===== src/logic/pulp_lite_pkg.sv =====
`default_nettype none

package pulp_lite_pkg;

  // bus widths
  localparam int unsigned AXI_LITE_AW = 32;
  localparam int unsigned AXI_LITE_DW = 64;
  localparam int unsigned STRB_W      = AXI_LITE_DW / 8;
  localparam int unsigned N_CLUSTERS  = 4;

  typedef logic [AXI_LITE_AW-1:0] lite_addr_t;
  typedef logic [AXI_LITE_DW-1:0] lite_data_t;
  typedef logic [STRB_W-1:0]      lite_strb_t;
  typedef logic [N_CLUSTERS-1:0]  cluster_vec_t;

  // address map
  localparam lite_addr_t L2_BASE      = 32'h0000_0000;
  localparam lite_addr_t L2_SIZE      = 32'h0000_1000;
  localparam lite_addr_t CL_CTRL_BASE = 32'h1000_0000;
  localparam lite_addr_t CL_CTRL_SIZE = 32'h0000_0100;

  // l2 geometry, one 64-bit word per entry
  localparam int unsigned L2_WORDS = 512;
  localparam int unsigned L2_IDX_W = $clog2(L2_WORDS);
  localparam int unsigned L2_OFF_W = $clog2(STRB_W);

  // cluster control register offsets
  localparam lite_addr_t REG_FETCH_EN = 32'h00;
  localparam lite_addr_t REG_EOC      = 32'h08;
  localparam lite_addr_t REG_BUSY     = 32'h10;

  // AXI response codes
  typedef enum logic [1:0] {
    RESP_OKAY   = 2'b00,
    RESP_SLVERR = 2'b10
  } resp_t;

  typedef enum logic [1:0] {
    TGT_L2,
    TGT_CLUSTER,
    TGT_NONE
  } target_e;

  // accepted host request, from decoder to response stage
  typedef struct packed {
    logic    is_write;
    target_e target;
  } pending_t;

endpackage

`default_nettype wire


===== src/logic/lite_chan_if.sv =====
`timescale 1ns/1ps
`default_nettype none

// single-target channel, one request in flight
interface lite_chan_if;
  import pulp_lite_pkg::*;

  // request side, held until req_ready
  logic       req_valid;
  logic       req_ready;
  logic       write;
  lite_addr_t addr;
  lite_data_t wdata;
  lite_strb_t strb;

  // response side, one cycle after the handshake
  logic       rsp_valid;
  lite_data_t rdata;
  logic       err;

  modport decoder (
    output req_valid, write, addr, wdata, strb,
    input  req_ready
  );

  modport target (
    input  req_valid, write, addr, wdata, strb,
    output req_ready, rsp_valid, rdata, err
  );

  // no rsp_ready, the response stage always takes it
  modport collector (
    input rsp_valid, rdata, err
  );

endinterface

`default_nettype wire


===== src/logic/soc_bus_resp.sv =====
`timescale 1ns/1ps
`default_nettype none

module soc_bus_resp (
  input  logic                      clk_i,
  input  logic                      arst_n_i,
  lite_chan_if.collector            l2_i,
  lite_chan_if.collector            cl_i,
  input  pulp_lite_pkg::pending_t   pend_i,
  input  logic                      pend_valid_i,
  output logic                      b_valid_o,
  input  logic                      b_ready_i,
  output pulp_lite_pkg::resp_t      b_resp_o,
  output logic                      r_valid_o,
  input  logic                      r_ready_i,
  output pulp_lite_pkg::lite_data_t r_data_o,
  output pulp_lite_pkg::resp_t      r_resp_o,
  output logic                      done_o
);
  import pulp_lite_pkg::*;

  pending_t   pend_q;
  logic       wait_q;
  logic       b_valid_q;
  logic       r_valid_q;
  resp_t      resp_q;
  lite_data_t rdata_q;
  logic       tgt_valid;
  logic       tgt_err;
  lite_data_t tgt_rdata;
  logic       pend_none;
  logic       finish;
  logic       finish_write;

  always_comb begin
    case (pend_q.target)
      TGT_L2: begin
        tgt_valid = l2_i.rsp_valid;
        tgt_err   = l2_i.err;
        tgt_rdata = l2_i.rdata;
      end
      TGT_CLUSTER: begin
        tgt_valid = cl_i.rsp_valid;
        tgt_err   = cl_i.err;
        tgt_rdata = cl_i.rdata;
      end
      default: begin
        tgt_valid = 1'b0;
        tgt_err   = 1'b1;
        tgt_rdata = '0;
      end
    endcase
  end

  // unmapped requests are answered straight from the decoder
  assign pend_none    = pend_valid_i && pend_i.target == TGT_NONE;
  assign finish       = pend_none || (wait_q && tgt_valid);
  assign finish_write = pend_none ? pend_i.is_write : pend_q.is_write;

  always_ff @(posedge clk_i or negedge arst_n_i) begin
    if (!arst_n_i) begin
      wait_q    <= 1'b0;
      b_valid_q <= 1'b0;
      r_valid_q <= 1'b0;
    end else begin
      if (pend_valid_i && !pend_none) begin
        wait_q <= 1'b1;
      end else if (wait_q && tgt_valid) begin
        wait_q <= 1'b0;
      end
      if (finish && finish_write) begin
        b_valid_q <= 1'b1;
      end else if (b_ready_i) begin
        b_valid_q <= 1'b0;
      end
      if (finish && !finish_write) begin
        r_valid_q <= 1'b1;
      end else if (r_ready_i) begin
        r_valid_q <= 1'b0;
      end
    end
  end

  always_ff @(posedge clk_i) begin
    if (pend_valid_i) begin
      pend_q <= pend_i;
    end
    if (finish) begin
      resp_q  <= (pend_none || tgt_err) ? RESP_SLVERR : RESP_OKAY;
      rdata_q <= pend_none ? '0 : tgt_rdata;
    end
  end

  assign b_valid_o = b_valid_q;
  assign b_resp_o  = resp_q;
  assign r_valid_o = r_valid_q;
  assign r_data_o  = rdata_q;
  assign r_resp_o  = resp_q;
  assign done_o    = (b_valid_q && b_ready_i) || (r_valid_q && r_ready_i);

  one_channel: assert property (@(posedge clk_i) disable iff (!arst_n_i)
    !(b_valid_o && r_valid_o));
  // back-pressure holds the read beat
  r_held: assert property (@(posedge clk_i) disable iff (!arst_n_i)
    r_valid_o && !r_ready_i |=> r_valid_o && $stable(r_data_o) && $stable(r_resp_o));

endmodule

`default_nettype wire


===== src/flat_wrapper.sv =====
// flat-port wrapper written by rule: the top's interface ports become plain ports
module soc_bus_resp_flat import pulp_lite_pkg::*;
  (clk_i, arst_n_i, pend_i, pend_valid_i, b_valid_o, b_ready_i, b_resp_o, r_valid_o, r_ready_i, r_data_o, r_resp_o, done_o, l2_i_rsp_valid, l2_i_rdata, l2_i_err, cl_i_rsp_valid, cl_i_rdata, cl_i_err);
  lite_chan_if l2_i_i ();
  lite_chan_if cl_i_i ();
  input  logic clk_i;
  input  logic arst_n_i;
  input  pulp_lite_pkg::pending_t pend_i;
  input  logic pend_valid_i;
  output logic b_valid_o;
  input  logic b_ready_i;
  output pulp_lite_pkg::resp_t b_resp_o;
  output logic r_valid_o;
  input  logic r_ready_i;
  output pulp_lite_pkg::lite_data_t r_data_o;
  output pulp_lite_pkg::resp_t r_resp_o;
  output logic done_o;
  input wire logic [$bits(l2_i_i.rsp_valid)-1:0] l2_i_rsp_valid;
  input wire logic [$bits(l2_i_i.rdata)-1:0] l2_i_rdata;
  input wire logic [$bits(l2_i_i.err)-1:0] l2_i_err;
  input wire logic [$bits(cl_i_i.rsp_valid)-1:0] cl_i_rsp_valid;
  input wire logic [$bits(cl_i_i.rdata)-1:0] cl_i_rdata;
  input wire logic [$bits(cl_i_i.err)-1:0] cl_i_err;
  assign l2_i_i.rsp_valid = l2_i_rsp_valid;
  assign l2_i_i.rdata = l2_i_rdata;
  assign l2_i_i.err = l2_i_err;
  assign cl_i_i.rsp_valid = cl_i_rsp_valid;
  assign cl_i_i.rdata = cl_i_rdata;
  assign cl_i_i.err = cl_i_err;
  soc_bus_resp u_core (.clk_i(clk_i), .arst_n_i(arst_n_i), .l2_i(l2_i_i), .cl_i(cl_i_i), .pend_i(pend_i), .pend_valid_i(pend_valid_i), .b_valid_o(b_valid_o), .b_ready_i(b_ready_i), .b_resp_o(b_resp_o), .r_valid_o(r_valid_o), .r_ready_i(r_ready_i), .r_data_o(r_data_o), .r_resp_o(r_resp_o), .done_o(done_o));
endmodule

===== config.mk =====
export PLATFORM = sky130hd
export DESIGN_NAME = soc_bus_resp_flat
export DESIGN_NICKNAME = d
export VERILOG_FILES = /design/src/logic/pulp_lite_pkg.sv /design/src/logic/lite_chan_if.sv /design/src/logic/soc_bus_resp.sv /design/src/flat_wrapper.sv
export SDC_FILE = /design/constraint.sdc
export NUM_CORES = 1
export LEC_CHECK = 0
export BUFFER_PORTS_ARGS = -buffer_cell sky130_fd_sc_hd__buf_2
export CELL_PAD_IN_SITES_DETAIL_PLACEMENT = 1
export CELL_PAD_IN_SITES_GLOBAL_PLACEMENT = 2
export CORE_ASPECT_RATIO = 1.1
export CORE_MARGIN = 2
export CORE_UTILIZATION = 24
export CTS_BUF_LIST = sky130_fd_sc_hd__clkbuf_4
export DETAILED_ROUTE_END_ITERATION = 16
export PLACE_DENSITY = 0.88
export SLEW_MARGIN = 10
export SYNTH_ARGS = -nofsm -noshare
export SYNTH_HDL_FRONTEND = slang
export SYNTH_SLANG_ARGS = --single-unit

===== constraint.sdc =====
create_clock -name clk_i -period 2.9 [get_ports clk_i]
set_input_delay 0.29 -clock clk_i [delete_from_list [all_inputs] [get_ports clk_i]]
set_output_delay 0.29 -clock clk_i [all_outputs]
set_load 0.05 [all_outputs]

# Word-level counts from Yosys, hierarchy flattened

Index checks and enable logic that the tools add are counted.

Register bits after elaboration: 72
Bits in latches: 0
Memory bits (writable): 0
ROM bits: 0
Input port bits: 140
Output and inout port bits: 71
Logic and storage cells: 36
Memories kept: 0

Add/subtract/negate cells: 0
Multipliers: 0
Divide/modulo/power cells: 0
$lt $le $gt $ge: 0
Equality and inequality tests: 2
Shift operators: 0
Mux-type cells: 11
Bitwise gates (word level): 0
Reductions and logical operators: 16

Operators by type and width:

| cell                                          | count |
|---|---|
| one-hot mux 64 bit (2 select lines)           | 1 |
| logical AND 1 bit                             | 7 |
| two-way mux 1 bit                             | 7 |
| nonzero test 2 bit                            | 3 |
| one-hot mux 1 bit (2 select lines)            | 2 |
| logical OR 1 bit                              | 3 |
| == test 2 x 1 -> 1 bit, second input constant | 1 |
| == test 2 bit, second input constant          | 1 |
| logical NOT 1 bit                             | 2 |
| logical NOT 2 bit                             | 1 |
| two-way mux 2 bit                             | 1 |

# Logic depth before layout (Yosys ltp)

Gate-level depths: netlist (run 1).

Word-level depth: 6
Gate-level depth with buffers: 5
Mapped depth without buffers: 3

# Worst setup path before layout (run 1)

OpenSTA, ideal clock, no wires.

Path kind: reg2reg
Start point: reg u_core.pend_q[0] in the netlist's numbering
End point: reg u_core.resp_q[1], in the netlist u_core.b_resp_o[1], enable pin
Setup time: 696 ps
Data arrival time: 1964 ps
Data required time: 2204 ps
Setup slack: 240 ps
Stages on the path, launching flop included: 5
Path buffers: 1
Clock period less this slack: 2660 ps
Cells stage by stage: edfxtp_1 -> buf_6 -> mux2_4 -> nand3b_4 -> nand2_1

Longest elaborated chain between the ends: 4
Elaborated cells on any way between the ends: 5
Classes of those cells: eq/ne: 1; mux: 1; reduce/logical: 3

RTL lines:

| item                                                        | line               | RTL |
|---|---|---|
| start, declared                                             | soc_bus_resp.sv:22 | `pending_t pend_q;` |
| start signal, assigned                                      | soc_bus_resp.sv:86 | `pend_q <= pend_i;` |
| == test 2 x 1 -> 1 bit or logical NOT 2 bit (tied branches) | soc_bus_resp.sv:36 | `case (pend_q.target)` |
| one-hot mux 1 bit (2 select lines) (*)                      | soc_bus_resp.sv:36 |  |
| logical AND 1 bit (*)                                       | soc_bus_resp.sv:57 | `assign finish = pend_none \|\| (wait_q && tgt_valid);` |
| logical OR 1 bit (*)                                        | soc_bus_resp.sv:57 |  |
| via u_core.finish                                           | soc_bus_resp.sv:32 | `logic finish;` |
| end signal, assigned                                        | soc_bus_resp.sv:89 | `resp_q <= (pend_none \|\| tgt_err) ? RESP_SLVERR : RESP_OKAY;` |
| end, declared                                               | soc_bus_resp.sv:26 | `resp_t resp_q;` |

The timed path passes the listed nets; every way through them passes the cells marked *.
A chain may end at the register's enable or synchronous reset.

# Worst setup path in the final report (run 1)

Start point: reg u_core.pend_q[0] in the netlist's numbering
End point: reg u_core.rdata_q[25], in the netlist u_core.r_data_o[25], enable pin

Longest elaborated chain between the ends: 4
Elaborated cells on any way between the ends: 5
Classes of those cells: eq/ne: 1; mux: 1; reduce/logical: 3

RTL lines:

| item                                                        | line               | RTL |
|---|---|---|
| == test 2 x 1 -> 1 bit or logical NOT 2 bit (tied branches) | soc_bus_resp.sv:36 |  |
| one-hot mux 1 bit (2 select lines) (*)                      | soc_bus_resp.sv:36 |  |
| logical AND 1 bit (*)                                       | soc_bus_resp.sv:57 |  |
| logical OR 1 bit (*)                                        | soc_bus_resp.sv:57 |  |
| via u_core.finish                                           | soc_bus_resp.sv:32 |  |
| end signal, assigned                                        | soc_bus_resp.sv:90 | `rdata_q <= pend_none ? '0 : tgt_rdata;` |
| end, declared                                               | soc_bus_resp.sv:27 | `lite_data_t rdata_q;` |

Marked as above.

==> impl_metrics.ini, run 1 <==
[setup_path]
reg2reg_depth = 4
crit_buf_inv = 1
crit_required_ns = 2.99
worstPathCellList = mux2_4 -> nand3b_4 -> nand2_2 -> buf_12
endpoint_kind = flop
r2r_slack_ns = 1.29
cp_top_family = flip-flops
cpMaxStageDelayCell = edfxtp_1
crit_fanout = 65
rr_endpoint = u_core.r_data_o[25]
cp.depth = 4
slowest_delay_ns = 0.46
path_class = reg2reg
r2r-start = u_core.pend_q[0]
critPathLaunchType = flop
cp.arrival_ns = 1.70

[clocking]
cts_buffer_depth = 2
cts_max_level = 3
cts.sinks = 71
cts.clk_slew.worst_paths_ns = 0.11
clock_latency_ns = 0.43
numCtsBuffers = 9
cts_tree = built
ctsResizeCount = 0
cts_root_buf = clkbuf_4

[finish]
drive_gt1_share_pct = 51.45
area_growth_pct = 37.20
fin_cells = 636
fin_nets = 583
n_fill_cell = 1598
final_util_pct = 33.75
regArea_mm2 = 0.002117
multi_input_area_mm2 = 0.001065
final_area_mm2 = 0.004674

[power_and_ir_drop]
p_leak_nw = 2.232
powerDensity_mw_per_mm2 = 576.5
irDropWorstVdd_uv = 185.8
power_mw = 2.695

[routing]
routedWlPerCell_um = 14.60
first_pass_iters = 4
drc = 0
wl_mm = 9.283
vias = 2673
ant_nets = 0
drt_iter0_drc = 117
drt-vias-per-instance = 4.203

[global_routing]
grt_usage_pct = 12.27
overflow = 0
met2_usage_pct = 22.23
grt_antenna_before_repair = 0
grt_busiest_layer = met2
grt_pass1_vias = 2887
grt_max_degree = 67
gr-usage-met3_pct = 3.945
met1_usage_pct = 12.59
grt_pass1_wl_mm = 14.34

[placed_design]
port_buffers = 208
dpl_cell_area_mm2 = 0.004518
dp_cells = 619
gp_congestion = 0.7855
hpwl_mm = 7.033
dp_worst_setup_slack_ns = 1.137

[flow_run]
maxCapViolCount = 0

[sta]
finClkSkew_ns = 0.01402
fmax_mhz = 622.8
slew_violations = 0
hold_viol = 0
period_needed_ns = 1.606
worst_slack_ns = 1.294
tns_ns = 0
whs_ns = 0.06376
worst_pin_slew_ns = 0.6907
period_share_pct = 55.36
slew_headroom_pct = 53.95
setup-violations-final = 0
rsz0062_at_grt = false

[yosys]
synth_commonest_cells = edfxtp_1 (68), mux2i_1 (64), nor2_1 (64)
synth.largest_area_cell = edfxtp_1
synth_most_common_cell = edfxtp_1
ys.flop_type = edfxtp_1
synth-edff-count = 68
synth.avg_cell_area_um2 = 14.38
ys_async_sr_fraction_pct = 4.225
yosysWarningCount = 0
synthesis.area_mm2 = 0.003407
synthDistinctLibCells = 21
synthCells = 237
synth.ff_latch_count = 71
synth.area.top_cells = edfxtp_1 (60%), mux2i_1 (19%), nor2_1 (7.1%)
yosys.area.top_type_share_pct = 59.93
ys_seq_area_share_pct = 62.14

[hold_path]
min_to = u_core.pend_q[0]
min_from = pend_i[0]
hp-class = in2reg
hold_path_depth = 1

[floorplanning]
design.core.area_mm2 = 0.01385
die_area_mm2 = 0.01517
floorplan.initialDensity_pct = 24.60
rows = 45
io_pins = 211
fp.dieH_um = 129.0
die_x_um = 117.6

[outcome]
run_status = completed
==> cell families after synthesis <==
kind of cell	Yosys count	share of synthesized area, %
buf+inv	18	6.868
compound gates	6	1.542
mux	65	19.24
flops	71	62.14
other cells	1	0.1101
simple gates	76	10.10
==> what timing repair did <==
action	in CTS	in global routing
setup buffers	0	0
hold buffers	1	0
endpoints found under the hold margin	3	0
==> registers in the layout, indices dropped and copies added (netlist names) <==
| name | flops |
|---|---|
| u_core.r_data_o | 64 |
| u_core.b_resp_o | 1 |
| u_core.r_valid_o | 1 |
| u_core.pend_q | 3 |
| u_core.b_valid_o | 1 |
| u_core.wait_q | 1 |
==> power breakdown <==
part / switching [mW] / internal [mW]
clock: 0.348 / 0.335
combinational: 0.521 / 0.222
sequential: 0.0273 / 1.24
==> worst max-delay path by stage <==
stage | start | end | slack (ns)
floorplan | u_core.pend_q[0] | u_core.b_resp_o[1] | 0.24
global placement | pend_i[0] | u_core.r_data_o[45] | 1.19
detailed placement | pend_i[0] | u_core.r_data_o[56] | 1.14
CTS | u_core.pend_q[1] | u_core.b_resp_o[1] | 1.24
global route | u_core.pend_q[1] | u_core.r_data_o[56] | 1.14
finish | u_core.pend_q[0] | u_core.r_data_o[25] | 1.29
==> cell usage in the layout, fill, tap and decap left out, drive strengths merged <==
cell type / instances
a211o: 1
a21oi: 1
a22o: 2
and2b: 1
and3b: 1
buf: 211
bufinv: 2
clkbuf: 9
clkinv: 4
conb: 2
dfrtp: 3
diode: 1
dlygate4sd3: 1
edfxtp: 68
mux2: 1
mux2i: 64
nand2: 2
nand2b: 5
nand3b: 2
nor2: 64
nor2b: 1
o21ai: 1
o311ai: 1
==> metal layers <==
layer	routed length (um)	part of all wire (%)	vias up
li1	-	-	1264
met1	3457	37	1263
met2	4878	53	126
met3	676	7.3	20
met4	270	2.9	0
met5	0	0	-
==> final cells by class <==
type | instances | share of cell area (%)
Multi-Input combinational cell | 149 | 22.78
Sequential cell | 71 | 45.29
Tap cell | 188 | 5.032
Timing Repair Buffer | 212 | 23.77
Antenna cell | 1 | 0.05353
Clock inverter | 6 | 1.633
Clock buffer | 9 | 1.445
(Power assumes the default switching activity.)
==> run 2: changes to the inputs <==
- CORE_UTILIZATION: 24 -> 25
- clock period: 2.9 -> 1.6 ns (I/O delays scaled with it)
==> impl_metrics.ini, run 2 (synthesis gave the netlist of run 1 again) <==
[finish]
largest_register_ffs = 64
fin_nets = 630
regArea_mm2 = 0.002117
final_cell_mix = buf_2 (208), edfxtp_1 (68), mux2i_1 (64), nor2_1 (64), dlygate4sd3_1 (44)
drive_gt1_share_pct = 47.07
layout_commonest_cell = buf_2
area_growth_pct = 51.05
n_fill_cell = 1506
multi_input_area_mm2 = 0.001079

[global_routing]
grt_usage_pct = 13.80
grt_max_degree = 42
grt_antenna_before_repair = 0
grt_pass1_vias = 3092
grt_pass1_wl_mm = 15.09
overflow = 0

[sta]
setup-violations-final = 0
worst_slack_ns = 0.07813
hold_viol = 0
slew_violations = 0
period_share_pct = 95.12
tns_ns = 0
fmax_mhz = 657.1
finClkSkew_ns = 0.008870
rsz0062_at_grt = false
period_needed_ns = 1.522

[floorplanning]
design.core.area_mm2 = 0.01327
rows = 44
io_pins = 211
die_x_um = 115.3
floorplan.initialDensity_pct = 25.68
fp.dieH_um = 126.4
die_area_mm2 = 0.01458

[routing]
drt-vias-per-instance = 4.160
wl_mm = 10.45
drt_iter0_drc = 100
drc = 0
vias = 2829
routedWlPerCell_um = 15.36
ant_nets = 0
first_pass_iters = 3

[setup_path]
critPathLaunchType = flop
crit_fanout = 24
endpoint_kind = flop
path_class = reg2reg
crit_required_ns = 1.75
cp.arrival_ns = 1.67

[power_and_ir_drop]
irDropWorstVdd_uv = 389.4
p_leak_nw = 2.431
powerDensity_mw_per_mm2 = 944.7

[placed_design]
port_buffers = 208
dp_worst_setup_slack_ns = 0.08476
hpwl_mm = 7.376
gp_congestion = 0.7436

[clocking]
cts_tree = built
cts.clk_slew.worst_paths_ns = 0.12
cts.sinks = 71
cts_root_buf = clkbuf_4
clock_latency_ns = 0.44
cts_buffer_depth = 2
numCtsBuffers = 9
cts_max_level = 3
ctsResizeCount = 0

[hold_path]
hp-class = in2reg

[outcome]
run_status = completed

[flow_run]
maxCapViolCount = 0
==> run 2: changes by cell type in the layout (fill, tap and decap cells not counted), sizes merged <==
cell / change
dlygate4sd3: +43
bufinv: -1
clkinv: +2
buf: +4
==> run 2: per-stage QoR <==
step	hold slack (ns)	utilization [%]	power [mW]	area [um2]	std cells
global route	0.009611	38.77	5.062	5144	679
CTS	0.0002792	38.77	4.923	5144	679
finish	0.03771	38.79	4.862	5146	680
global placement	-0.03831	34.53	3.710	4582	619
detailed placement	-0.04277	34.53	3.740	4582	619
floorplan	-0.1356	-	3.348	3427	238
==> run 2: final cells by class <==
class | count | share of cell area, %
clock inverter | 7 | 1.045
clock buffer | 9 | 1.313
antenna | 1 | 0.04863
timing repair buffer | 259 | 31.02
multi-input combinational | 149 | 20.96
sequential | 71 | 41.14
tap | 184 | 4.474
==> run 2: what timing repair did <==
action	in CTS	in global routing
hold buffers	44	0
setup buffers	0	0
hold endpoints to repair	33	0
==> run 2: routing by layer <==
metal / global-route usage, % / vias to the layer above / wire, um
li1: - / 1358 / -
met1: 12.44 / 1327 / 3517
met2: 26.93 / 120 / 5926
met3: 4.778 / 24 / 727
met4: 6.095 / 0 / 276
met5: 0 / - / 0
==> run 2: worst paths after layout <==
kind / startpoint / slack, ns / endpoint / depth (start not counted)
worst min-delay path: cl_i_rdata[23] / 0.04 / u_core.r_data_o[23] / 3
min in group asynchronous: arst_n_i / 0.62 / u_core.wait_q / 3
worst min register to register: u_core.pend_q[2] / 0.53 / u_core.r_valid_o / 1
max in group asynchronous: arst_n_i / 0.83 / u_core.b_valid_o / 3
worst max register to register: u_core.pend_q[0] / 0.08 / u_core.r_data_o[2] / 4
worst max-delay path: u_core.pend_q[0] / 0.08 / u_core.r_data_o[2] / 4
==> run 2: worst max-delay path: stages, from the launching register on <==
cell and delay (ns):
edfxtp_1 0.44, mux2_4 0.25, nand3b_4 0.12, nand2_8 0.20
buf_12 0.21
==> run 2: where the power goes <==
| part | internal (mW) | switching, mW |
|---|---|---|
| clock network | 0.448 | 0.642 |
| logic | 0.496 | 0.981 |
| registers | 2.25 | 0.0449 |
==> run 3: changes to the inputs <==
- CORE_UTILIZATION: 25 -> 27
- PLACE_DENSITY: 0.88 -> 0.93
==> impl_metrics.ini, run 3 (synthesis gave the netlist of run 1 again) <==
[sta]
period_needed_ns = 1.528
whs_ns = 0.04961
tns_ns = 0
fmax_mhz = 654.4
setup-violations-final = 0
slew_violations = 0
finClkSkew_ns = 0.01594
period_share_pct = 95.51
hold_viol = 0
rsz0062_at_grt = true

[finish]
n_fill_cell = 1454
drive_gt1_share_pct = 53.07
multi_input_area_mm2 = 0.001090
fin_nets = 591
largest_register_ffs = 64
diodes = 0
area_growth_pct = 39.11
final_cell_mix = buf_2 (208), edfxtp_1 (68), nor2_1 (64), mux2i_1 (61), clkbuf_4 (15)
layout_commonest_cell = buf_2
regArea_mm2 = 0.002117

[setup_path]
endpoint_kind = flop
slowest_delay_ns = 0.44
critPathLaunchType = flop
startpoint = u_core.pend_q[0]
reg2reg_depth = 4
crit_required_ns = 1.76
r2r-start = u_core.pend_q[0]
path_class = reg2reg
worstPathCellList = buf_12 -> buf_16 -> mux2i_1 -> nor2_1
cpMaxStageDelayCell = edfxtp_1
cp.arrival_ns = 1.69
crit_fanout = 34

[floorplanning]
io_pins = 211
fp.dieH_um = 121.8
design.core.area_mm2 = 0.01248
die_area_mm2 = 0.01353
die_x_um = 111.1
rows = 43
floorplan.initialDensity_pct = 27.30

[power_and_ir_drop]
p_sw_share_pct = 33.89
p_leak_nw = 2.276
powerDensity_mw_per_mm2 = 996.0
pwr-share-seq_pct = 48.7
power.share.clock_pct = 21.5
power_mw = 4.721
power.internal_mw = 3.121
irDropWorstVdd_uv = 400.0
p_switching_mw = 1.600
p_comb_share_pct = 29.8

[clocking]
cts_tree = built
cts_buffer_depth = 2
cts_root_buf = clkbuf_4
cts_max_level = 3
cts_setup_buffers = 0
cts.clk_slew.worst_paths_ns = 0.11
cts.sinks = 71
numCtsBuffers = 9
clock_latency_ns = 0.40

[global_routing]
grt_max_degree = 35
grt_pass1_wl_mm = 14.41
grt_usage_pct = 13.65
grt_antenna_before_repair = 0
grt_pass1_vias = 2896
overflow = 0

[routing]
routedWlPerCell_um = 14.93
vias = 2640
drt_iter0_drc = 69
wl_mm = 9.151
first_pass_iters = 4
drt-vias-per-instance = 4.307
drc = 0
ant_nets = 0

[placed_design]
gp_congestion = 0.7558
hpwl_mm = 7.152
port_buffers = 208

[hold_path]
min_from = cl_i_err
hold_path_depth = 2
hp-class = in2reg

[outcome]
run_status = completed

[flow_run]
maxCapViolCount = 0
==> run 3: cell count changes in the layout (fill, tap and decap cells not counted), sizes merged <==
cell,previous run,this run
diode,1,0
bufinv,1,0
clkbuf,9,15
clkinv,6,1
dlygate4sd3,44,4
buf,215,216
==> run 3: final timing paths <==
path / slack (ns) / endpoint
worst max-delay path: 0.07 / u_core.r_data_o[1]
max in group asynchronous: 1.43 / u_core.r_valid_o
min in group asynchronous: 0.06 / u_core.b_valid_o
worst min-delay path: 0.05 / u_core.b_resp_o[1]
worst max register to register: 0.07 / u_core.r_data_o[1]
worst min register to register: 0.56 / u_core.r_valid_o
==> run 3: power groups by stage <==
| stage | combinational (mW) | sequential, mW | clock [mW] |
|---|---|---|---|
| after CTS | 1.41 | 2.30 | 1.07 |
| after detailed placement | 1.40 | 2.35 | 0 |
| after global routing | 1.49 | 2.32 | 1.13 |
| after floorplan | 0.474 | 2.87 | 0 |
| after global placement | 1.37 | 2.34 | 0 |
| final | 1.40 | 2.30 | 1.02 |
==> run 3: area by class of cell <==
| class | count | area share [%] |
|---|---|---|
| tap | 157 | 4.145 |
| timing repair buffer | 220 | 25.71 |
| clock buffer | 15 | 2.376 |
| multi-input combinational | 149 | 22.99 |
| clock inverter | 1 | 0.1056 |
| sequential | 71 | 44.67 |
==> run 3: per-stage QoR <==
stage	std cells	util (%)	setup WS [ns]	cell area (um2)
after floorplan	238	-	0.1182	3427
after global placement	593	36.50	0.1327	4556
after detailed placement	593	36.50	0.05857	4556
after CTS	613	37.76	0.04953	4713
after global routing	613	37.97	-0.009562	4740
final	613	37.97	0.07184	4740
==> run 3: repair_timing <==
action / CTS / global route
gates resized for setup: 0 / 5
endpoints found under the hold margin: 7 / 0
setup endpoints to repair: 0 / 9
hold buffers: 4 / 0
==> run 3: critical path, delay by kind of cell (launching register included) <==
kind	cells	cell delay (ns)
flops	1	0.44
simple gates	1	0.06
mux	1	0.24
buf+inv	2	0.50
==> run 3: metal layers <==
| layer | track usage, % | routed length (um) |
|---|---|---|
| met2 | 26.19 | 4966 |
| met1 | 13.92 | 3314 |
| met4 | 6.559 | 226 |
| met5 | 0 | 0 |
| met3 | 3.383 | 643 |
